## src/vga_pkg.sv

```systemverilog
/*
  Shared types and register offsets for the VGA framebuffer peripheral.
  Imported by the bus decode, the framebuffer, the scan-out path and the testbench.
*/
`default_nettype none

package vga_pkg;

  // one framebuffer pixel, 8 bits of colour.
  typedef logic [7:0] pixel_t;

  // cpu data bus word, used for daddr, din and dout.
  typedef logic [31:0] bus_word_t;

  // which register slot a cpu access hits.
  typedef enum logic [1:0] {
    reg_data,
    reg_row,
    reg_col,
    reg_flat
  } bus_reg_e;

  // byte offsets of the register slots.
  // the data slot sits at offset 0.
  localparam bus_word_t reg_row_addr = 32'd4;
  localparam bus_word_t reg_col_addr = 32'd8;

  // flat access starts here, pixel index is the offset above it.
  localparam bus_word_t reg_flat_base = 32'd12;

endpackage : vga_pkg

`default_nettype wire

```

## src/vga_scan_out.sv

```systemverilog
/*
  Scan-out path: maps screen position to a framebuffer address, lines the
  syncs up with the memory read, and registers the video outputs.
*/
`timescale 1ns/100ps
`default_nettype none

module vga_scan_out #(
  parameter  int h_active = 640,
  parameter  int v_active = 480,
  localparam int fb_depth = (h_active / 2) * (v_active / 2),
  localparam int addr_w   = $clog2(fb_depth + 1)
) (
  input  wire logic              clka,
  input  wire logic              rst,
  input  wire logic [10:0]       h_pos,
  input  wire logic [10:0]       v_pos,
  input  wire logic              active,
  input  wire logic              hs_raw,
  input  wire logic              vs_raw,
  output logic [addr_w-1:0]      scan_addr,
  input  wire vga_pkg::pixel_t   scan_rdata,
  output logic                   hs,
  output logic                   vs,
  output logic                   blank,
  output vga_pkg::pixel_t        rgb
);

  localparam int fb_width = h_active / 2;

  logic active_d;
  logic hs_d;
  logic vs_d;

  // each framebuffer pixel covers a 2x2 block on screen.
  assign scan_addr = addr_w'(32'(v_pos >> 1) * 32'(fb_width) + 32'(h_pos >> 1));

  // first stage runs alongside the memory read.
  always_ff @(posedge clka) begin
    if (rst) begin
      active_d <= 1'b0;
      hs_d     <= 1'b1;
      vs_d     <= 1'b1;
    end else begin
      active_d <= active;
      hs_d     <= hs_raw;
      vs_d     <= vs_raw;
    end
  end

  // second stage is the output register.
  always_ff @(posedge clka) begin
    if (rst) begin
      hs    <= 1'b1;
      vs    <= 1'b1;
      blank <= 1'b1;
      rgb   <= '0;
    end else begin
      hs    <= hs_d;
      vs    <= vs_d;
      blank <= !active_d;
      rgb   <= active_d ? scan_rdata : '0;
    end
  end

endmodule : vga_scan_out

`default_nettype wire

```

## config.mk

```make
export PLATFORM = sky130hd
export DESIGN_NAME = vga_scan_out
export DESIGN_NICKNAME = d
export VERILOG_FILES = /design/src/vga_pkg.sv /design/src/vga_scan_out.sv
export SDC_FILE = /design/constraint.sdc
export NUM_CORES = 1
export LEC_CHECK = 0
export ABC_AREA = 1
export BUFFER_PORTS_ARGS = -buffer_cell sky130_fd_sc_hd__buf_2
export CAP_MARGIN = 10
export CORE_ASPECT_RATIO = 0.6
export CORE_MARGIN = 2
export CORE_UTILIZATION = 48
export CTS_CLUSTER_SIZE = 20
export DETAILED_ROUTE_END_ITERATION = 10
export PLACE_DENSITY = 0.85
export SETUP_SLACK_MARGIN = 0.2
export SYNTH_ARGS = -nofsm -noshare
export SYNTH_HDL_FRONTEND = slang
export SYNTH_SLANG_ARGS = --single-unit
```

## constraint.sdc

```tcl
create_clock -name clka -period 3.75 [get_ports clka]
set_input_delay 0.5625 -clock clka [delete_from_list [all_inputs] [get_ports clka]]
set_output_delay 0.5625 -clock clka [all_outputs]
set_load 0.01 [all_outputs]
```

* Word level (Yosys, flattened, before mapping) *
Index checks and enable logic that the tools add are counted.
W data, S select, Z words.

storage, ports and cells
  register bits after elaboration = 14
  input port bits = 35
  word-level logic and storage cells = 12

operators by class
  add/subtract/negate cells = 1
  $mul = 1
  bitwise gates (word level) = 1
  reduce and logical (&&, ||, !) cells = 2

operator list
  kind                     number
  $add A17 B10 Y17         1
  $mul A10 B3 Y11 const B  1
  $reduce_or A2 Y1         1
  $logic_not A1 Y1         1
  $not A1 Y1               1

* Longest topological paths before layout *
  depth after elaboration = 2
  gate-level depth with buffers = 13
  gate-level depth less buffers = 13

* Worst setup path before layout *
OpenSTA, ideal clock, no wires.

  path type = input -> output
  from = input v_pos[2]
  to = output scan_addr[15]
  arrival = 2.264 ns
  slack = 0.924 ns
  stages = 11
  buffers on the path = 0
  cell sequence = ha_1 -> ha_1 -> fa_1 -> nand2_1 -> clkinv_1 -> nand4_1 -> nand3_4 -> nand3_2 -> nor2_1 -> nand2_1 -> nand2_1

on the way
  cells in the longest elaborated chain, start to end = 2

RTL lines
  what                line                source
  start: declaration  vga_scan_out.sv:17  input wire logic [10:0] v_pos,
  $mul A10 B3 Y11     vga_scan_out.sv:36  assign scan_addr = addr_w'(32'(v_pos >> 1) * 32'(fb_width) + 32'(h_pos >> 1));
  $add A17 B10 Y17    vga_scan_out.sv:36
  end: declaration    vga_scan_out.sv:21  output logic [addr_w-1:0] scan_addr,

No other way between the ends.

* Worst setup path in the final report *
Ends and elaborated chain as after synthesis.

==> impl_metrics.yaml <==
detailed_routing:
  drc: 0
  drtPass1Iterations: 4
  post_drt_via_cell_ratio: 4.82
  vias: 1080
  wl_met3_um: 148
  wl_mm: 2.63
  drt_iter0_markers: 23
  wl_met1_mm: 1.16
  wl_met2_mm: 1.28
  top_layer: "met4"
  antenna_left: 0
  wl_per_cell_um: 11.7
final_layout:
  nNetsFinal: 251
  multi_input_area_um2: 787
  n_antenna_cell: 0
  register_area_um2: 280
  areaGrowthSynthToFinish_pct: 24.0
  nFillCells: 198
  drive_above_1_share_pct: 37.6
logic_synthesis:
  syn_nets: 204
  synthDistinctLibCells: 27
  seq_area_frac_synth_pct: 23.4
  synth_most_common_cell: "nand2_1"
  syn_area_mm2: 0.00120
  synth_compound_area_share_pct: 4.28
  yosys.area_share.adder_pct: 23.2
  synth_ff_type: "dfxtp_1"
  synth_xor_area_share_pct: 6.58
  async_flop_share_pct: 0
  synth_top_area_cell: "dfxtp_1"
  synth.area.mux_share_pct: 0
  ys_warn_count: 0
  synthSimpleGateAreaFrac_pct: 31.6
  yosys-top-cells-area: "dfxtp_1 23%, ha_1 20%, nand2_1 7.2%"
  synth_top_family_by_area: "simple AND/OR/NAND/NOR gates"
  ys_top_cells_by_count: "23 x nand2_1, 22 x inv_1, 19 x ha_1"
  synth-edff-count: 0
  ys_ff_latch: 14
  synth_top_cell_area_share_pct: 23.4
  synthCells: 148
  synth_area_per_cell_um2: 8.10
floorplanning:
  dieArea_mm2: 0.00293
  die_width_um: 68.5
  die_h_um: 42.7
  num_rows: 13
  start_util_pct: 53.0
  core_area_mm2: 0.00226
  ios: 63
critical_path:
  startpoint: "v_pos[2]"
  required_ps: 3190
  reg2reg_to: "rgb[5]$_SDFF_PP0_"
  arrival_ps: 2670
  end_kind: "output port"
  path_class: "primary input to output port"
  r2r_setup_slack_ps: 3050
  rr_startpoint: "active_d$_SDFF_PP0_"
  r2r_cells: 2
  critPathMaxFanout: 4
  startpoint_type: "primary input"
place:
  hpwl_mm: 2.30
  place.gp.congestion: 0.810
  io_buffers: 48
sta:
  relSlewSlack_pct: 75.6
  skew_ps: 3.81
  fmax_mhz: 309
  tns_ps: 0
  final.min_clock_period_ps: 3230
  hold_viol: 0
  drv_slew: 0
  finalSetupViolCount: 0
  worst_pin_slew_ps: 363
  rsz0062_at_grt: "false"
  min_period_over_period_pct: 86.2
power:
  leakage_nw: 0.864
  finalPower_w: 0.000551
  p_per_area_mw_per_mm2: 371
  ir_drop_uv: 155
min_path:
  hold_path_end: "hs$_SDFF_PP1_"
  holdCritStartpoint: "hs_d$_SDFF_PP1_"
  hold_path_class: "flip-flop to flip-flop"
  hold_depth: 1
clock_tree:
  cts-buffers-inserted: 3
  clk_pin_slew_worst_paths_ps: 60
  clock-sinks: 14
  cts_buffer_depth: 2
  cts_tree: "built"
  clk_latency_ps: 240
  post_cts_buffers: 0
  hold_buffers: 0
  cts_resized: 0
  clock-root-buffer: "clkbuf_8"
  htree_levels: 1
global_route:
  grt_start_max_net_pins: 10
  grt_pass1_wl_mm: 4.29
  grt_pass1_vias: 1018
  antenna_found_initial: 0
  grt.overflow.total: 0
  grt.total_usage_pct: 19.2
run_status:
  status: "completed"
run:
  drv_cap: 0
## cell usage in the layout, fill, tap and decap left out, types with 5 or more instances in the layout
cell,synthesis,routed
a21oi_1,5,5
buf_2,0,48
dfxtp_1,14,14
ha_1,19,19
inv_1,22,22
nand2_1,23,23
nand2_2,8,8
nand3_1,8,8
nor2_1,12,12
xnor2_1,5,5
## registers in the layout, indices dropped and copies added, names as in the netlist
register and flops:
rgb 8, active_d 1, blank 1, hs 1, hs_d 1, vs 1
vs_d 1
## logic make-up after synthesis
kind of cell	count (synthesis)
AO/OA/AOI/OAI	9
XOR/XNOR	9
adder cells (fa/ha/maj)	21
buffers and inverters	29
flip-flops	14
AND/OR/NAND/NOR	66
## critical path, stage by stage
cell      delay (ps)
buf_2            130
ha_1             290
ha_1             240
fa_1             610
nand2_1          100
clkinv_1          70
nand4_1          120
nand3_4          110
nand3_2          100
nor2_1           110
nand2_1           50
nand2_1           50
buf_2            120
## report_power, final
group | switching, W | internal [W] | total, W
Combinational | 0.000149 | 0.000106 | 0.000255
Clock | 0.0000481 | 0.0000927 | 0.000141
Sequential | 0.00000120 | 0.000154 | 0.000155
Total | 0.000198 | 0.000353 | 0.000551
## metrics by stage
stage / util [%] / setup slack, ps / hold slack [ps] / std cells / cell area, µm²
after floorplan: - / 924 / 389 / 148 / 1200
after global placement: 63.3 / 632 / 395 / 220 / 1430
after detailed placement: 63.3 / 535 / 407 / 220 / 1430
after CTS: 65.7 / 539 / 429 / 224 / 1490
after global routing: 65.7 / 365 / 441 / 224 / 1490
final: 65.7 / 518 / 429 / 224 / 1490
## layout make-up
class | instances | area share (%)
clock buffer | 4 | 3.70
inverter | 23 | 5.81
multi-input combinational | 105 | 52.9
sequential | 14 | 18.9
tap | 30 | 2.53
timing repair buffer | 48 | 16.2
## worst max-delay path by stage
stage / endpoint / slack (ps) / depth (start not counted)
finish: scan_addr[15] / 520 / 13
detailed placement: scan_addr[15] / 540 / 13
global route: scan_addr[15] / 370 / 13
global placement: scan_addr[15] / 630 / 13
floorplan: scan_addr[15] / 920 / 11
CTS: scan_addr[15] / 540 / 13
## routing by layer
layer / vias up / track usage (%)
li1: 556 / -
met1: 474 / 22.3
met2: 42 / 34.4
met3: 8 / 3.45
met4: 0 / 7.60
met5: - / 0
Power figures use the tool's default switching activity.
