File: src/vga_timing.sv
/*
  Horizontal and vertical scan counters for the VGA output.
  Gives screen position, the active-area flag and raw active-low syncs.
*/
`timescale 1ns/100ps
`default_nettype none

module vga_timing #(
  parameter int h_active = 640,
  parameter int h_front  = 16,
  parameter int h_sync   = 96,
  parameter int h_back   = 48,
  parameter int v_active = 480,
  parameter int v_front  = 10,
  parameter int v_sync   = 2,
  parameter int v_back   = 29
) (
  input  wire logic        clka,
  input  wire logic        rst,
  output logic [10:0]      h_pos,
  output logic [10:0]      v_pos,
  output logic             active,
  output logic             hs_raw,
  output logic             vs_raw
);

  // each line runs sync, back porch, active, front porch.
  localparam logic [10:0] h_total = 11'(h_sync + h_back + h_active + h_front);
  localparam logic [10:0] h_start = 11'(h_sync + h_back);
  localparam logic [10:0] h_end   = 11'(h_sync + h_back + h_active);
  localparam logic [10:0] v_total = 11'(v_sync + v_back + v_active + v_front);
  localparam logic [10:0] v_start = 11'(v_sync + v_back);
  localparam logic [10:0] v_end   = 11'(v_sync + v_back + v_active);

  logic [10:0] h_cnt;
  logic [10:0] v_cnt;
  logic        h_wrap;
  logic        h_act;
  logic        v_act;

  assign h_wrap = (h_cnt == h_total - 11'd1);

  always_ff @(posedge clka) begin
    if (rst) begin
      h_cnt <= '0;
      v_cnt <= '0;
    end else begin
      h_cnt <= h_wrap ? '0 : h_cnt + 11'd1;
      // line counter steps once per full line.
      if (h_wrap) begin
        v_cnt <= (v_cnt == v_total - 11'd1) ? '0 : v_cnt + 11'd1;
      end
    end
  end

  assign h_act  = (h_cnt >= h_start) && (h_cnt < h_end);
  assign v_act  = (v_cnt >= v_start) && (v_cnt < v_end);
  assign active = h_act && v_act;

  // offsets within the active area, zero outside it.
  assign h_pos = h_act ? h_cnt - h_start : '0;
  assign v_pos = v_act ? v_cnt - v_start : '0;

  // syncs are low for the first part of each period.
  assign hs_raw = !(h_cnt < 11'(h_sync));
  assign vs_raw = !(v_cnt < 11'(v_sync));

endmodule : vga_timing

`default_nettype wire

File: config.mk
export PLATFORM = sky130hd
export DESIGN_NAME = vga_timing
export DESIGN_NICKNAME = d
export VERILOG_FILES = /design/src/vga_timing.sv
export SDC_FILE = /design/constraint.sdc
export NUM_CORES = 1
export LEC_CHECK = 0
export ABC_AREA = 1
export BUFFER_PORTS_ARGS = -buffer_cell sky130_fd_sc_hd__buf_2
export CAP_MARGIN = 10
export CORE_MARGIN = 2
export CORE_UTILIZATION = 28
export DETAILED_ROUTE_END_ITERATION = 7
export PLACE_DENSITY = 0.47
export SYNTH_ARGS = -nofsm -noshare
export SYNTH_HDL_FRONTEND = slang
export SYNTH_SLANG_ARGS = --single-unit
File: constraint.sdc
create_clock -name clka -period 2.55 [get_ports clka]
set_clock_uncertainty 0.2 [all_clocks]
set_input_delay 0.51 -clock clka [delete_from_list [all_inputs] [get_ports clka]]
set_output_delay 0.51 -clock clka [all_outputs]
set_load 0.05 [all_outputs]
# == After elaboration in Yosys (flattened, before gate mapping) ==
# Cells that the tools add are included.
# word_totals
in_bits,2
word_cells,23
ff_bits,22
# op_classes
addsub,4
muxes,3
eq_ne,2
magnitude_cmp,6
reduce_logical,6
# ops
cell,count
11-bit two-way mux,3
"11-bit by 1-bit adder with 11-bit output, second input constant",2
"11-bit by 10-bit equality test with 1-bit output, second input constant",2
"11-bit by 5-bit >= comparator with 1-bit output, second input constant",1
"11-bit by 8-bit >= comparator with 1-bit output, second input constant",1
"11-bit by 10-bit < comparator with 1-bit output, second input constant",1
"11-bit by 2-bit < comparator with 1-bit output, second input constant",1
"11-bit by 7-bit < comparator with 1-bit output, second input constant",1
"11-bit by 9-bit < comparator with 1-bit output, second input constant",1
"11-bit by 5-bit subtractor with 11-bit output, second input constant",1
"11-bit by 8-bit subtractor with 11-bit output, second input constant",1
1-bit logical AND,3
1-bit logical NOT,2
2-bit OR reduction,1

# == Depth between registers and ports, before layout ==
# logic_depth
ltp_word,3
mapped_depth,10
depth_no_buf,10

# == Worst setup path after synthesis ==
# OpenSTA, ideal clock, no wires.
# synth_timing
path_type,register to output
from,reg h_cnt[4]
to,out h_pos[9]
t_arrival_ns,1.876
stages_incl_launch_ff,9
required_time_ns,1.840
slack_ns,-0.036
path_cell_list,dfxtp_1 ha_1 inv_1 nor3_1 nand3_1 nand2_1 nand2_1 buf_6 a21oi_1
# synth_between
elab_chain_len,3
word_cells_on_any_way,5
classes_between,1 x add/sub; 2 x order compare; 1 x mux; 1 x reduce/logical
# synth_lines
item,line,source
"start, declared",35,logic [10:0] h_cnt;
"start signal, assigned",48,h_cnt <= h_wrap ? '0 : h_cnt + 11'd1;
11-bit by 8-bit >= comparator with 1-bit output / 11-bit by 10-bit < comparator with 1-bit output (equally long branches),56,assign h_act = (h_cnt >= h_start) && (h_cnt < h_end);
1-bit logical AND,56,
11-bit two-way mux (*),61,assign h_pos = h_act ? h_cnt - h_start : '0;
"end, declared",20,"output logic [10:0] h_pos,"
# Every way passes the cells marked *; elsewhere a longest branch is shown, timed or not.

# == Worst setup path in the final report ==
# layout_timing
from,reg h_cnt[5]
to,out h_pos[3]
# layout_between
elab_chain_len,3
word_cells_on_any_way,4
classes_between,2 x order compare; 1 x mux; 1 x reduce/logical
# layout_lines
item,line
11-bit by 8-bit >= comparator with 1-bit output / 11-bit by 10-bit < comparator with 1-bit output (equally long branches),56
1-bit logical AND (*),56
11-bit two-way mux (*),61
# Marked as above.

==> summary.md <==
The run gives 0.287 as the initial standard-cell utilization of the core. The count of nets left with antenna violations once routing finished came out at 0. The detailed router's first-iteration violation count is 83, and the upper clock frequency limit is 414 MHz. In this run the power density over the cells is 300 nW/µm². The critical setup path kind was reg2out.

Peak per-stage delay on the critical path: 340 ps. The worst setup path is captured at a primary output. The tree built by TritonCTS fans out to 22 sinks.

Slew at the pin closest to its max-slew limit: 376 ps. The count of buffers added on input and output ports is 26. The tools report the sort of element at the start of the critical path as a register. The flow ran to the end, and the final reports show no timing, DRC or antenna violations.

The critical path required time came out at 1840 ps. The worst slew margin relative to its limit is 0.748. The count of boundary I/O pins is 27. The run gives 0 as the number of maximum-capacitance violations. The endpoint of the worst-slack reg-to-reg timing path was v_cnt[4]. The maximum number of buffers from clock root to sink was 2; the setup TNS after final layout was 0 ps. The fill cell instance count of the final layout was 640; the maximum number of pins on one net before global-route repair was 13. Setup violations remaining at the end of the flow were counted as 0.

Clock latency on the worst-skew pair, taken at its later pin, is 270 ps. The logs give 278 for the post-synth net total and 0 for the number of warnings printed during yosys synthesis. Number of distinct library cell variants in the gate-level netlist after synthesis: 27. The combined buffer and inverter count along the critical path works out to 4. The smallest hold slack is 253 ps. The die is 81.4 µm wide.

The average cell area after synthesis is 6.21 µm², and the synthesized flop and latch total is 22. At the placement stage, the worst setup path has a slack of 110 ps. The y dimension of the die works out to 81.4 µm. The die covers 6620 µm².

The logs give 4070 µm for the final wirelength and 0.263 for the sequential-to-total area share from yosys stat. The tools report the number of antenna violations at the first check in global routing as 0. After layout, the worst setup slack is 132 ps. The startpoint identified for the worst hold timing path is rst.

The share of synthesized registers carrying an async set or reset was 0; the proportion of layout cells with a drive suffix above 1 was 0.275. The setup check on the worst reg-to-reg path leaves a slack of 560 ps. The run gives 1 as the total number of H-tree levels. The net count of the finished layout is 307.

The overall fraction of global-route tracks in use is 0.133, and the total DRC errors in the routed layout is 0. In this run the critical register-to-register path is launched from h_cnt[1]. The cts-stage hold buffer count came out at 0. After clock tree synthesis, the clock-pin slew on the worst setup and hold paths is 80 ps. The tools report the first-pass GRT wire length as 6840 µm. The placed instances occupy a cell area of 1880 µm².

For hold timing, the worst endpoint is v_cnt[6]. The number of enable flip-flop cells after synthesis is 0. Using the TritonRoute via totals, the vias-per-cell ratio works out to 4.40. The minimum period implied by the final worst setup slack was 2420 ps; the worst reg-to-reg path cell count was 8. Final number of hold-violating endpoints: 0. Setup repair after global routing could not meet its margin everywhere. The tools report the half-perimeter wire length after placement as 3120 µm. After routing the design area is 2100 µm². The worst-path cell with the longest stage delay was sky130_fd_sc_hd__dfxtp_2. In the synthesized netlist the dominant register cell turns out to be sky130_fd_sc_hd__dfxtp_1. For this run the aggregate overflow at the end of global routing stands at 0.

Routed wirelength normalized by instance count: 10.9 µm. Clock tree synthesis inserted a total of 3 buffers. The pre-antenna-repair detailed-routing pass consisted of 5 iterations. The static leakage power was 0.981 nW. The via count was 1,640; the area of combinational cells with multiple inputs was 1110 µm².

Counting instances, the worst hold path has a depth of 2. The maximum fanout along the worst path is 4. The tightest min-delay check is of the in2reg type. The area growth from synthesis to layout was 25.4%; the number of instances in the synthesized netlist was 270. The fraction of the cycle the final worst path needs is 0.948, and the number of standard-cell rows in the floorplan is 28. Across the VDD grid, the largest voltage drop is 0.259 mV. Family of cells with the greatest summed delay on the critical path: buffers and inverters. CTS placed an instance of sky130_fd_sc_hd__clkbuf_8 at the clock tree root.

At the worst endpoint, the arrival time is 1710 ps. The number of antenna diodes in the final layout is 0. Traced cell by cell, the critical path runs through inv_2 > ha_2 > inv_1 > nor3_2 > nand3_1 > nand2_2 > nand3_1 > inv_1 > buf_2. Summing all flip-flop and latch instances after layout gives 453 µm². Number of max-slew violations in the final report: 0. Summing every instance area after synthesis gives 1680 µm². Routability-driven placement finished with a final weighted congestion of 0.816. TritonCTS built the clock tree. After floorplanning, the core was sized to cover 5850 µm². For the number of global-route vias before repair, the log shows 1,552.
-- cell usage after synthesis, types with 5 or more instances --
library cell              number  area share
sky130_fd_sc_hd__a21oi_1      13       0.039
sky130_fd_sc_hd__dfxtp_1      22        0.26
sky130_fd_sc_hd__ha_1          6       0.045
sky130_fd_sc_hd__inv_1        35       0.078
sky130_fd_sc_hd__nand2_1      69        0.15
sky130_fd_sc_hd__nand2_2       5       0.019
sky130_fd_sc_hd__nand3_1      17       0.051
sky130_fd_sc_hd__nand4_1       6       0.022
sky130_fd_sc_hd__nor2_1       52        0.12
sky130_fd_sc_hd__nor2_2        5       0.019
sky130_fd_sc_hd__xor2_1        8       0.042
-- where the power goes --
part | total [mW] | leakage, nW | internal [mW] | switching, mW
combinational | 0.0218 | 0.771 | 0.00748 | 0.0143
clock | 0.257 | 0.0288 | 0.138 | 0.119
sequential | 0.352 | 0.181 | 0.345 | 0.00678
-- metrics by stage --
step                      instances  utilization  total power, mW
after detailed placement        368        0.321            0.383
after floorplan                 270            -            0.379
after CTS                       372        0.338            0.648
after global placement          368        0.321            0.384
after global routing            373        0.359            0.659
final                           373        0.359            0.631
-- cells by family after synthesis --
kind of cell / count (synthesis) / synth area share
AOI/OAI and AO/OA: 18 / 0.0560
xor gates and xnor gates: 11 / 0.0575
adders and majority gates: 6 / 0.0448
buffers and inverters: 46 / 0.123
DFF: 22 / 0.263
and+or+nand+nor: 167 / 0.456
-- cells in the final DEF, fill, tap and decap left out, types with 2 or more instances in the layout --
| cell | synthesis | layout |
|---|---|---|
| sky130_fd_sc_hd__dfxtp_2 | 0 | 4 |
| sky130_fd_sc_hd__buf_4 | 0 | 11 |
| sky130_fd_sc_hd__xor2_1 | 8 | 8 |
| sky130_fd_sc_hd__nor2_1 | 52 | 45 |
| sky130_fd_sc_hd__nor2_4 | 2 | 2 |
| sky130_fd_sc_hd__xnor2_1 | 3 | 3 |
| sky130_fd_sc_hd__nor3_2 | 1 | 2 |
| sky130_fd_sc_hd__a21oi_1 | 13 | 11 |
| sky130_fd_sc_hd__o21ai_0 | 4 | 4 |
| sky130_fd_sc_hd__dfxtp_4 | 0 | 2 |
| sky130_fd_sc_hd__nor2_2 | 5 | 12 |
| sky130_fd_sc_hd__nand3_2 | 4 | 4 |
| sky130_fd_sc_hd__dfxtp_1 | 22 | 16 |
| sky130_fd_sc_hd__nand4_1 | 6 | 6 |
| sky130_fd_sc_hd__buf_6 | 4 | 10 |
| sky130_fd_sc_hd__nand2_1 | 69 | 66 |
| sky130_fd_sc_hd__inv_1 | 35 | 34 |
| sky130_fd_sc_hd__inv_2 | 3 | 4 |
| sky130_fd_sc_hd__a21oi_2 | 1 | 2 |
| sky130_fd_sc_hd__nand2_2 | 5 | 6 |
| sky130_fd_sc_hd__ha_1 | 6 | 4 |
| sky130_fd_sc_hd__buf_2 | 2 | 8 |
| sky130_fd_sc_hd__clkbuf_8 | 0 | 4 |
| sky130_fd_sc_hd__nand3_1 | 17 | 17 |
| sky130_fd_sc_hd__nand2_4 | 1 | 4 |
-- worst reg2reg max path, stage by stage (launching register included) --
cell                      delay, ps
sky130_fd_sc_hd__dfxtp_1        430
sky130_fd_sc_hd__ha_1           260
sky130_fd_sc_hd__nand3_4        130
sky130_fd_sc_hd__nor2_1         160
sky130_fd_sc_hd__nand2_2        110
sky130_fd_sc_hd__nand2_2        240
sky130_fd_sc_hd__inv_1          180
sky130_fd_sc_hd__nand2_1         90
sky130_fd_sc_hd__o21ai_0         70
-- final cells by class --
type / count / area share
inverter: 39 / 0.0702
clock buffer: 4 / 0.0262
sequential: 22 / 0.215
tap: 75 / 0.0446
timing repair buffer: 30 / 0.115
multi-input combinational: 203 / 0.528
-- registers in the layout (all words and copies together) (netlist names) --
signal and cells:
h_cnt 11, v_cnt 11
-- worst max path at each step --
| stage | start | to | cells after the start |
|---|---|---|---|
| 2_1_floorplan | v_cnt[0] | active | 8 |
| 3_3_place_gp | h_cnt[5] | h_pos[6] | 9 |
| 3_5_place_dp | h_cnt[4] | h_pos[6] | 8 |
| 4_1_cts | h_cnt[5] | h_pos[8] | 9 |
| 5_1_grt | h_cnt[5] | h_pos[6] | 9 |
| 6_report | h_cnt[5] | h_pos[3] | 9 |
-- layer usage --
metal	track usage	vias to the layer above	part of all wire
met1	0.168	707	0.48
met5	0	-	0
met4	0.0356	0	0.011
li1	-	890	-
met3	0.0278	4	0.051
met2	0.228	39	0.46
-- repair_timing --
action / in CTS / in global routing
cloned: 0 / 1
gates resized for setup: 19 / 40
setup endpoints to repair: 21 / 22
pin swaps: 0 / 1
setup buffers: 0 / 0
Note: power is estimated with default switching activity, not from simulation.
