**src/vga_pkg.sv**
```systemverilog
/*
  Shared types and register offsets for the VGA framebuffer peripheral.
  Imported by the bus decode, the framebuffer, the scan-out path and the testbench.
*/
`default_nettype none

package vga_pkg;

  // one framebuffer pixel, 8 bits of colour.
  typedef logic [7:0] pixel_t;

  // cpu data bus word, used for daddr, din and dout.
  typedef logic [31:0] bus_word_t;

  // which register slot a cpu access hits.
  typedef enum logic [1:0] {
    reg_data,
    reg_row,
    reg_col,
    reg_flat
  } bus_reg_e;

  // byte offsets of the register slots.
  // the data slot sits at offset 0.
  localparam bus_word_t reg_row_addr = 32'd4;
  localparam bus_word_t reg_col_addr = 32'd8;

  // flat access starts here, pixel index is the offset above it.
  localparam bus_word_t reg_flat_base = 32'd12;

endpackage : vga_pkg

`default_nettype wire

```
**src/vga_bus_regs.sv**
```systemverilog
/*
  CPU data port of the VGA peripheral: slot decode, row and col registers,
  framebuffer address generation and the registered read data.
*/
`timescale 1ns/100ps
`default_nettype none

module vga_bus_regs #(
  parameter  int h_active = 640,
  parameter  int v_active = 480,
  localparam int fb_depth = (h_active / 2) * (v_active / 2),
  localparam int addr_w   = $clog2(fb_depth + 1)
) (
  input  wire logic              clka,
  input  wire logic              rst,
  input  wire logic              de,
  input  wire logic              drw,
  input  wire vga_pkg::bus_word_t daddr,
  input  wire vga_pkg::bus_word_t din,
  output vga_pkg::bus_word_t     dout,
  output logic [addr_w-1:0]      fb_addr,
  output logic                   fb_we,
  output vga_pkg::pixel_t        fb_wdata,
  input  wire vga_pkg::pixel_t   fb_rdata
);

  import vga_pkg::*;

  localparam int fb_width = h_active / 2;

  bus_reg_e    sel;
  bus_reg_e    rd_sel;
  logic        rd_pend;
  logic [15:0] row_r;
  logic [15:0] col_r;
  logic [15:0] rd_reg;
  bus_word_t   pix_idx;

  // each slot covers its whole word, anything from the flat base up is flat.
  always_comb begin
    if (daddr >= reg_flat_base)     sel = reg_flat;
    else if (daddr >= reg_col_addr) sel = reg_col;
    else if (daddr >= reg_row_addr) sel = reg_row;
    else                            sel = reg_data;
  end

  assign pix_idx = (sel == reg_flat) ? daddr - reg_flat_base
                                     : 32'(row_r) * 32'(fb_width) + 32'(col_r);

  // indices past the end are pinned to depth, which the memory ignores.
  assign fb_addr  = (pix_idx < fb_depth) ? pix_idx[addr_w-1:0] : addr_w'(fb_depth);
  assign fb_we    = de && drw && ((sel == reg_data) || (sel == reg_flat));
  assign fb_wdata = din[7:0];

  always_ff @(posedge clka) begin
    if (rst) begin
      row_r   <= '0;
      col_r   <= '0;
      rd_pend <= 1'b0;
      rd_sel  <= reg_data;
    end else begin
      if (de && drw && (sel == reg_row)) row_r <= din[15:0];
      if (de && drw && (sel == reg_col)) col_r <= din[15:0];
      rd_pend <= de && !drw;
      if (de && !drw) rd_sel <= sel;
    end
  end

  // register value is taken on the read edge, next to the memory read.
  always_ff @(posedge clka) begin
    if (de && !drw) begin
      rd_reg <= (sel == reg_row) ? row_r : col_r;
    end
  end

  // read data lands one edge after the request and holds until the next read.
  always_ff @(posedge clka) begin
    if (rst) begin
      dout <= '0;
    end else if (rd_pend) begin
      case (rd_sel)
        reg_row, reg_col: dout <= {16'd0, rd_reg};
        default:          dout <= {24'd0, fb_rdata};
      endcase
    end
  end

endmodule : vga_bus_regs

`default_nettype wire

```
**config.mk**
```make
export PLATFORM = sky130hd
export DESIGN_NAME = vga_bus_regs
export DESIGN_NICKNAME = d
export VERILOG_FILES = /design/src/vga_pkg.sv /design/src/vga_bus_regs.sv
export SDC_FILE = /design/constraint.sdc
export NUM_CORES = 1
export LEC_CHECK = 0
export BUFFER_PORTS_ARGS = -buffer_cell sky130_fd_sc_hd__buf_4
export CAP_MARGIN = 20
export CORE_AREA = 2 2 143 131
export DETAILED_ROUTE_END_ITERATION = 16
export DIE_AREA = 0 0 145 133
export HOLD_SLACK_MARGIN = 0.15
export PLACE_DENSITY_LB_ADDON = 0.12
export SLEW_MARGIN = 20
export SYNTH_ARGS = -nofsm -noshare
export SYNTH_HDL_FRONTEND = slang
export SYNTH_SLANG_ARGS = --single-unit
```
**constraint.sdc**
```tcl
create_clock -name clka -period 5.8 [get_ports clka]
set_input_delay 1.16 -clock clka [delete_from_list [all_inputs] [get_ports clka]]
set_output_delay 1.16 -clock clka [all_outputs]
set_load 0.01 [all_outputs]
```
Word-level counts from Yosys, hierarchy flattened --
Cells that the tools add are included.
Storage, ports and cells: output and inout bits 58, memories 0, memory bits (read-only) 0, register bits after elaboration 83, memory bits (writable) 0, latch bits 0
Operators by class: bitwise gates (word level) 0, $lt $le $gt $ge 4, multipliers 1, $add $sub $neg 2, mux-type cells 7, div/mod/pow operators 0, shift operators 0, eq/ne operators 5, reductions and logical operators 9
Operator list (number):
- greater-or-equal comparator 32 x 4 -> 1 bit, second input constant | 2
- greater-or-equal comparator 32 x 3 -> 1 bit, second input constant | 1
- < comparator 32 x 17 -> 1 bit, second input constant | 1
- two-way mux 16 bit | 2
- two-way mux 32 bit | 1
- subtractor 32 x 4 -> 32 bit, second input constant | 1
- adder 25 x 16 -> 26 bit | 1
- multiplier 16 x 3 -> 19 bit, second input constant | 1
- two-way mux 17 bit | 1
- == test 2 bit, second input constant | 3
- logical AND 1 bit | 5
- == test 2 x 1 -> 1 bit, second input constant | 2
- two-way mux 2 bit | 2
- logical NOT 2 bit | 1
- OR reduction 2 bit | 1
- logical NOT 1 bit | 1
- logical OR 1 bit | 1
- two-way mux 1 bit | 1

Longest topological paths before layout --
Gate-level depths: netlist (run 1).
depth in word-level cells 8, gate-level depth with buffers 19, gate-level depth less buffers 18

Worst setup path after synthesis (run 1) --
No wires, ideal clock.
path kind input to output, start input port daddr[23], end output port fb_addr[6], path buffers 2, cell stages on the path 17, arrival time 4.403 ns, path slack 0.237 ns, cells stage by stage or4_1 > nor2_1 > nand3_1 > nor4_1 > nand2_1 > a21oi_1 > inv_1 > ha_1 > inv_1 > clkbuf_1 > nor2_1 > a21oi_1 > o21ai_0 > a211o_1 > and2_1 > buf_2 > a2111oi_2
On the way: longest elaborated chain between the ends 8, elaborated cells on any way between the ends 11, classes of those cells add/sub: 1; order compare: 4; eq/ne: 1; mux: 5
Ends and longest elaborated chain:
- from (decl) | line vga_bus_regs.sv:18 | input wire vga_pkg::bus_word_t daddr,
- greater-or-equal comparator 32 x 3 -> 1 bit | line vga_bus_regs.sv:43 | else if (daddr >= reg_row_addr) sel = reg_row;
- two-way mux 1 bit | line vga_bus_regs.sv:43
- two-way mux 2 bit | line vga_bus_regs.sv:42 | else if (daddr >= reg_col_addr) sel = reg_col;
- two-way mux 2 bit * | line vga_bus_regs.sv:41 | if (daddr >= reg_flat_base) sel = reg_flat;
- via sel[0] | line vga_bus_regs.sv:31 | bus_reg_e sel;
- == test 2 bit * | line vga_bus_regs.sv:47 | assign pix_idx = (sel == reg_flat) ? daddr - reg_flat_base
- two-way mux 32 bit * | line vga_bus_regs.sv:47
- < comparator 32 x 17 -> 1 bit | line vga_bus_regs.sv:51 | assign fb_addr = (pix_idx < fb_depth) ? pix_idx[addr_w-1:0] : addr_w'(fb_depth);
- two-way mux 17 bit * | line vga_bus_regs.sv:51
- to (decl) | line vga_bus_regs.sv:21 | output logic [addr_w-1:0] fb_addr,
The timed path passes the listed nets; every way through them passes the cells marked *.

Worst setup path in the final report (run 1) --
start input port daddr[23], end output port fb_addr[15]
The elaborated chain is that of the path after synthesis.

==> metrics.txt, run 1 <==
VDD IR-drop max=0.1002 mV; Clock Path Buffers=2; Crit Path Category=in -> out; CTS tree=built; Setup crit start kind=primary input; most frequent cells in the layout=buf_4, nand2_1, a21oi_1; cells after synthesis=~640; GR peak layer=met2; CORE AREA=17940 um^2; Clock Pin Slew Worst Setup and Hold Paths=0.05 ns; CTS buffer count=9; Pre-antenna DRT Iters=4; initial antenna violation count=0; Slew Viols, Final=0; drt wl/cell=15.18 um; Worst Clk Skew=0.004807 ns; Placer Congestion=0.8411; power share of the clock group=0.437; sequential-to-total area share from yosys stat=0.2848; hold_buf cts=0; DP Cell Count=973; met3 usage=0.02241; DRT antenna net count=0; # rows=47; HPWL Detailed=11630 um; PortBufs=101; via count=approximately 4900; Boundary Pins=134; Slew HR=0.3957; WP data arrival=4.46 ns; Crit. End Element=output pin; commonest non-fill, non-tap cell in the layout=buf_4; max-cap viol count=0; fraction of layout cells with a size suffix above 1=0.2750; Antenna diodes=0; Pwr per Cell Area=161.6 nW/um^2; met2 usage=0.2405; CP cell instances=buf_4 > or4_1 > nor2_2 > nand3_1 > nor4_2 > buf_4 > nand2_1 > a21oi_2 > inv_1 > ha_4 > buf_6 > nand4_1 > a211o_1 > o41ai_2 > o32a_4 > o31ai_4 > buf_4 > nor3b_1 > buf_4; Area Growth Syn to Fin=28.33%; CP peak stage delay=between 0.5 and 0.6 ns; Tot GR Track Use=0.1465; Root Buffer=clkbuf_16; Leak=around 2.9 nW; fin nets=869; pin count of the biggest net entering global routing=52; Worst path most repeated cell=buf_4; drt drc=0; status=finished clean; DR vias/cell=4.939; Yosys reg bits=67; CP max-delay cell=or4_1; CP Max Fanout=10; Async S/R FF share, synth=0; first-pass GRT wire length=23060 um; Hold Fails Final Rpt=0; worst hold path class=reg -> reg; Post-Layout Cell Count=994; synthesized area per cell=8.303 um^2; htree depth=3; Chip Width=145 um; Comb power frac=0.112; period utilization=0.9682; Final Total Pwr=between 0.001 and 0.0015 W; DIE AREA=19290 um^2; count of different cell masters after synthesis=72; CP Data Required Time=around 4.6 ns; yosys warns=0; mapped cell area=5273 um^2; met1 Use GR=0.2012; vias in the first global route=between 4000 and 5000; final setup fails=0; actual slew at the worst max-slew pin=0.9052 ns; gr ovfl total=0; initial core utilization=0.2940; Sw Ratio=0.2316; Sinks on Clock Net=67; total wire length=15090 um; drt initial violations=319; EDFF count, synth=16; switching power total=0.0002533 W; Primary FF master, synth=dfxtp_1; sequential share of power=0.451; Die H=roughly 130 um; final worst path period need=5.615 ns; clk_lat worst skew=between 0.3 and 0.4 ns; FMAX=~0.18 GHz; internal power=about 0.00084 W
==> synth_stat cells, types with 7 or more instances <==
master,n,area share
nand2_1,100,0.071
a21oi_1,63,0.060
dfxtp_1,51,0.19
ha_1,47,0.11
nor2_1,44,0.031
buf_4,24,0.034
clkbuf_1,24,0.017
nand3_1,22,0.021
xnor2_1,19,0.032
o21ai_0,17,0.016
edfxtp_1,16,0.091
mux2_2,16,0.034
nor3_1,14,0.013
inv_1,12,0.0085
nand2b_1,12,0.014
xor2_1,10,0.017
a211oi_1,9,0.013
a21o_1,8,0.011
a311oi_1,8,0.013
and3_1,8,0.0095
nor4_1,8,0.0095
a211o_1,7,0.012
==> worst paths after layout <==
path | startpoint | endpoint | slack (ns) | depth (start not counted)
worst max-delay path | daddr[23] | fb_addr[15] | 0.18 | 19
worst min-delay path | dout[9] | dout[9] | 0.47 | 2
worst min register to register | dout[9] | dout[9] | 0.47 | 2
worst max register to register | rd_sel[1] | dout[2] | 4.38 | 3
==> critical path: cells and delay by family <==
kind / cells / cell delay, ns
AND/OR/NAND/NOR: 7 / 1.25
AO/OA/AOI/OAI: 5 / 0.98
adder cells (fa/ha/maj): 1 / 0.20
buffers and inverters: 6 / 0.86
==> timing repair <==
| action | CTS | global route |
|---|---|---|
| setup endpoints to repair | 13 | 16 |
| pin swaps | 0 | 10 |
| cloned | 0 | 1 |
| gates resized for setup | 5 | 28 |
| setup buffers | 0 | 4 |
==> layout make-up <==
| type | count | area (um^2) |
|---|---|---|
| Tap cell | 245 | 306.5 |
| Multi-Input combinational cell | 518 | 3620 |
| Fill cell | 1875 | 11170 |
| Inverter | 12 | 45.04 |
| Clock buffer | 12 | 246.5 |
| Timing Repair Buffer | 136 | 1028 |
| Clock inverter | 4 | 16.27 |
| Sequential cell | 67 | 1504 |
==> metrics by stage <==
stage / util / hold WS (ns) / setup slack [ns] / cell area (um^2) / TNS [ns]
2_1_floorplan: - / 0.4437 / 0.2367 / 5329 / 0
3_3_place_gp: 0.3524 / 0.4586 / -0.03349 / 6321 / -0.2128
3_5_place_dp: 0.3524 / 0.4634 / -0.1270 / 6321 / -0.8699
4_1_cts: 0.3678 / 0.4722 / 0.01334 / 6596 / 0
5_1_grt: 0.3773 / 0.4941 / -0.02379 / 6766 / -0.1164
6_report: 0.3773 / 0.4665 / 0.1845 / 6766 / 0
==> kinds of logic (layout without fill, tap and decap cells) <==
| kind of cell | count (synthesis) | count (layout) | synth area share |
|---|---|---|---|
| AOI/OAI and AO/OA | 159 | 160 | 0.2174 |
| xor gates and xnor gates | 29 | 29 | 0.04817 |
| adders and majority gates | 49 | 49 | 0.1191 |
| buffers and inverters | 66 | 164 | 0.06644 |
| DFF | 67 | 67 | 0.2848 |
| muxes | 21 | 21 | 0.04366 |
| other | 1 | 16 | 0.0007112 |
| and+or+nand+nor | 243 | 243 | 0.2197 |
==> layer usage <==
| metal | up-vias | wire length (um) |
|---|---|---|
| met2 | 112 | 7029 |
| met4 | 0 | 122 |
| met3 | 10 | 580 |
| met5 | - | 0 |
| li1 | 2491 | - |
| met1 | 2296 | 7356 |
==> power groups by stage <==
| stage | clock (W) | combinational [W] | sequential [W] |
|---|---|---|---|
| floorplan | 0 | 0.0000651 | 0.000502 |
| global placement | 0 | 0.000119 | 0.000502 |
| detailed placement | 0 | 0.000121 | 0.000502 |
| CTS | 0.000490 | 0.000121 | 0.000493 |
| global route | 0.000510 | 0.000135 | 0.000494 |
| finish | 0.000478 | 0.000122 | 0.000493 |
No activity file was read; power rests on OpenSTA's default activity.
==> run 2, diff against run 1 <==
==> constraint.sdc (replaced) <==
create_clock -name clka -period 5.8 [get_ports clka]
set_input_delay 0.29 -clock clka [delete_from_list [all_inputs] [get_ports clka]]
set_output_delay 0.29 -clock clka [all_outputs]
set_load 0.01 [all_outputs]
==> metrics.txt, run 2 (synthesis gave the netlist of run 1 again) <==
DP Cell Count=944 (-3.0%); Slew HR=0.3894 (-0.006360); reg2reg end=dout[0]; Pre-antenna DRT Iters=4 (unchanged); DRT antenna net count=0 (unchanged); # rows=47 (unchanged); gr ovfl total=0 (unchanged); worst hold path class=in -> reg; Crit Path Category=reg -> out; fin nets=835 (-3.9%); Worst Clk Skew=0.004429 ns (-0.0003779 ns); Crit. End Element=output pin; Reg2Reg Depth=3 (unchanged); initial core utilization=0.2940 (unchanged); Boundary Pins=134 (unchanged); Hold WS=0.2297 ns (-0.2368 ns); commonest non-fill, non-tap cell in the layout=buf_4; final setup fails=0 (unchanged); htree depth=3 (unchanged); drt drc=0 (unchanged); FMAX=0.1958 GHz (+9.9%); vias in the first global route=4476 (-0.42%); Setup crit start kind=flop; via count=4826 (-1.7%); drt initial violations=325 (+1.9%); Placed Area=6103 um^2 (-3.4%); CP Data Required Time=5.51 ns (+0.87 ns); Post-CTS Setup Bufs=0 (unchanged); VDD IR-drop max=0.1333 mV (+33%); Pwr per Cell Area=176.5 nW/um^2 (+9.2%); clk_lat worst skew=0.32 ns (about the same); period utilization=0.8806 (-0.08757); Root Buffer=clkbuf_16; status=finished clean; worst reg2reg startpoint=rd_sel[1]; fraction of layout cells with a size suffix above 1=0.2154 (-0.05965); CTS tree=built; HPWL Detailed=11330 um (-2.5%); Final Total Pwr=0.001129 W (+3.2%); Antenna diodes=0 (unchanged); CTS buffer count=9 (unchanged); Sum Neg Setup Slack=0 ns (unchanged); Chip Width=145 um (unchanged); Tot GR Track Use=0.1472 (+0.0006394); RSZ-0062 raised after global routing=false; Leak=2.710 nW (-5.9%); most frequent cells in the layout=buf_4, nand2_1, a21oi_1; WP data arrival=4.82 ns (+0.36 ns); Placer Congestion=0.7989 (-5.0%); Die H=133 um (unchanged); Post-Layout Cell Count=960 (-3.4%); hold_buf cts=0 (unchanged); CP Launch Point=row_r[1]; Area Growth Syn to Fin=21.38%; Setup crit end=fb_addr[13]; total wire length=14410 um (-4.5%); Slew Viols, Final=0 (unchanged); max-cap viol count=0 (unchanged); Clock Path Buffers=2 (unchanged); drt wl/cell=15.01 um (-1.1%); Hold Fails Final Rpt=0 (unchanged); final worst path period need=5.108 ns (-0.5079 ns); pin count of the biggest net entering global routing=52 (unchanged); # resized after CTS=0 (-5); first-pass GRT wire length=23190 um (+0.57%); Final Cell Area=6400 um^2 (-5.4%); initial antenna violation count=0 (unchanged); CP Max Fanout=14 (+4); actual slew at the worst max-slew pin=0.9147 ns (+0.009526 ns); Sinks on Clock Net=67 (unchanged); Clock Pin Slew Worst Setup and Hold Paths=0.05 ns (about the same); PortBufs=101 (unchanged); DR vias/cell=5.027 (+1.8%); CORE AREA=17940 um^2 (unchanged); R2R setup slack=4.36 ns (-0.02 ns); DIE AREA=19290 um^2 (unchanged)
[run 2: changes by cell type in the layout (fill, tap and decap cells not counted), sizes merged]
cell,previous run,this run
o31ai,4,3
clkinv,4,1
clkbuf,12,14
bufinv,0,1
buf,136,103
[run 2: how the worst min path moves through the flow]
stage,start,cells past startpoint,end,slack (ns)
final,din[11],3,row_r[11],0.23
after global routing,din[13],3,col_r[13],0.22
after CTS,din[14],3,row_r[14],0.22
after floorplan,din[0],2,col_r[0],0.43
after detailed placement,dout[12],2,dout[12],0.46
after global placement,dout[9],2,dout[9],0.46
[run 2: cell type report]
type                            count  area (um^2)
Multi-Input combinational cell    517         3485
Sequential cell                    67         1501
Tap cell                          245        306.5
Timing Repair Buffer              103        773.2
Clock buffer                       14        254.0
Inverter                           12        45.04
Clock inverter                      2        35.03
Fill cell                        1924        11540
[run 2: power by group]
group	switching, W	internal, W
combinational	0.0000615	0.0000529
sequential	0.00000626	0.000487
clock	0.000178	0.000344
[run 2: worst max-delay path, cell delays in order (launching register included)]
cell      delay [ns]
dfxtp_1         0.38
ha_1            0.31
ha_1            0.19
inv_1           0.06
fa_1            0.40
nor2b_1         0.21
o2111a_1        0.25
nor2_1          0.07
xnor2_1         0.23
ha_1            0.32
a21o_1          0.17
a41oi_1         0.43
a21oi_4         0.07
a21o_1          0.20
a21o_1          0.15
a21oi_1         0.26
o31ai_4         0.21
or3_1           0.43
buf_4           0.15
[run 2: layer usage]
metal	up-vias	global-route usage	wire [um]
met1	2272	0.2077	7231
met4	0	0.04400	153
li1	2415	-	-
met5	-	0	0
met2	127	0.2336	6490
met3	12	0.02103	536
[run 2: stage by stage]
stage          setup WS, ns    util
2_1_floorplan         1.642       -
3_3_place_gp          1.098  0.3403
3_5_place_dp          1.043  0.3403
4_1_cts              0.6624  0.3564
5_1_grt              0.3233  0.3568
6_report             0.6924  0.3568
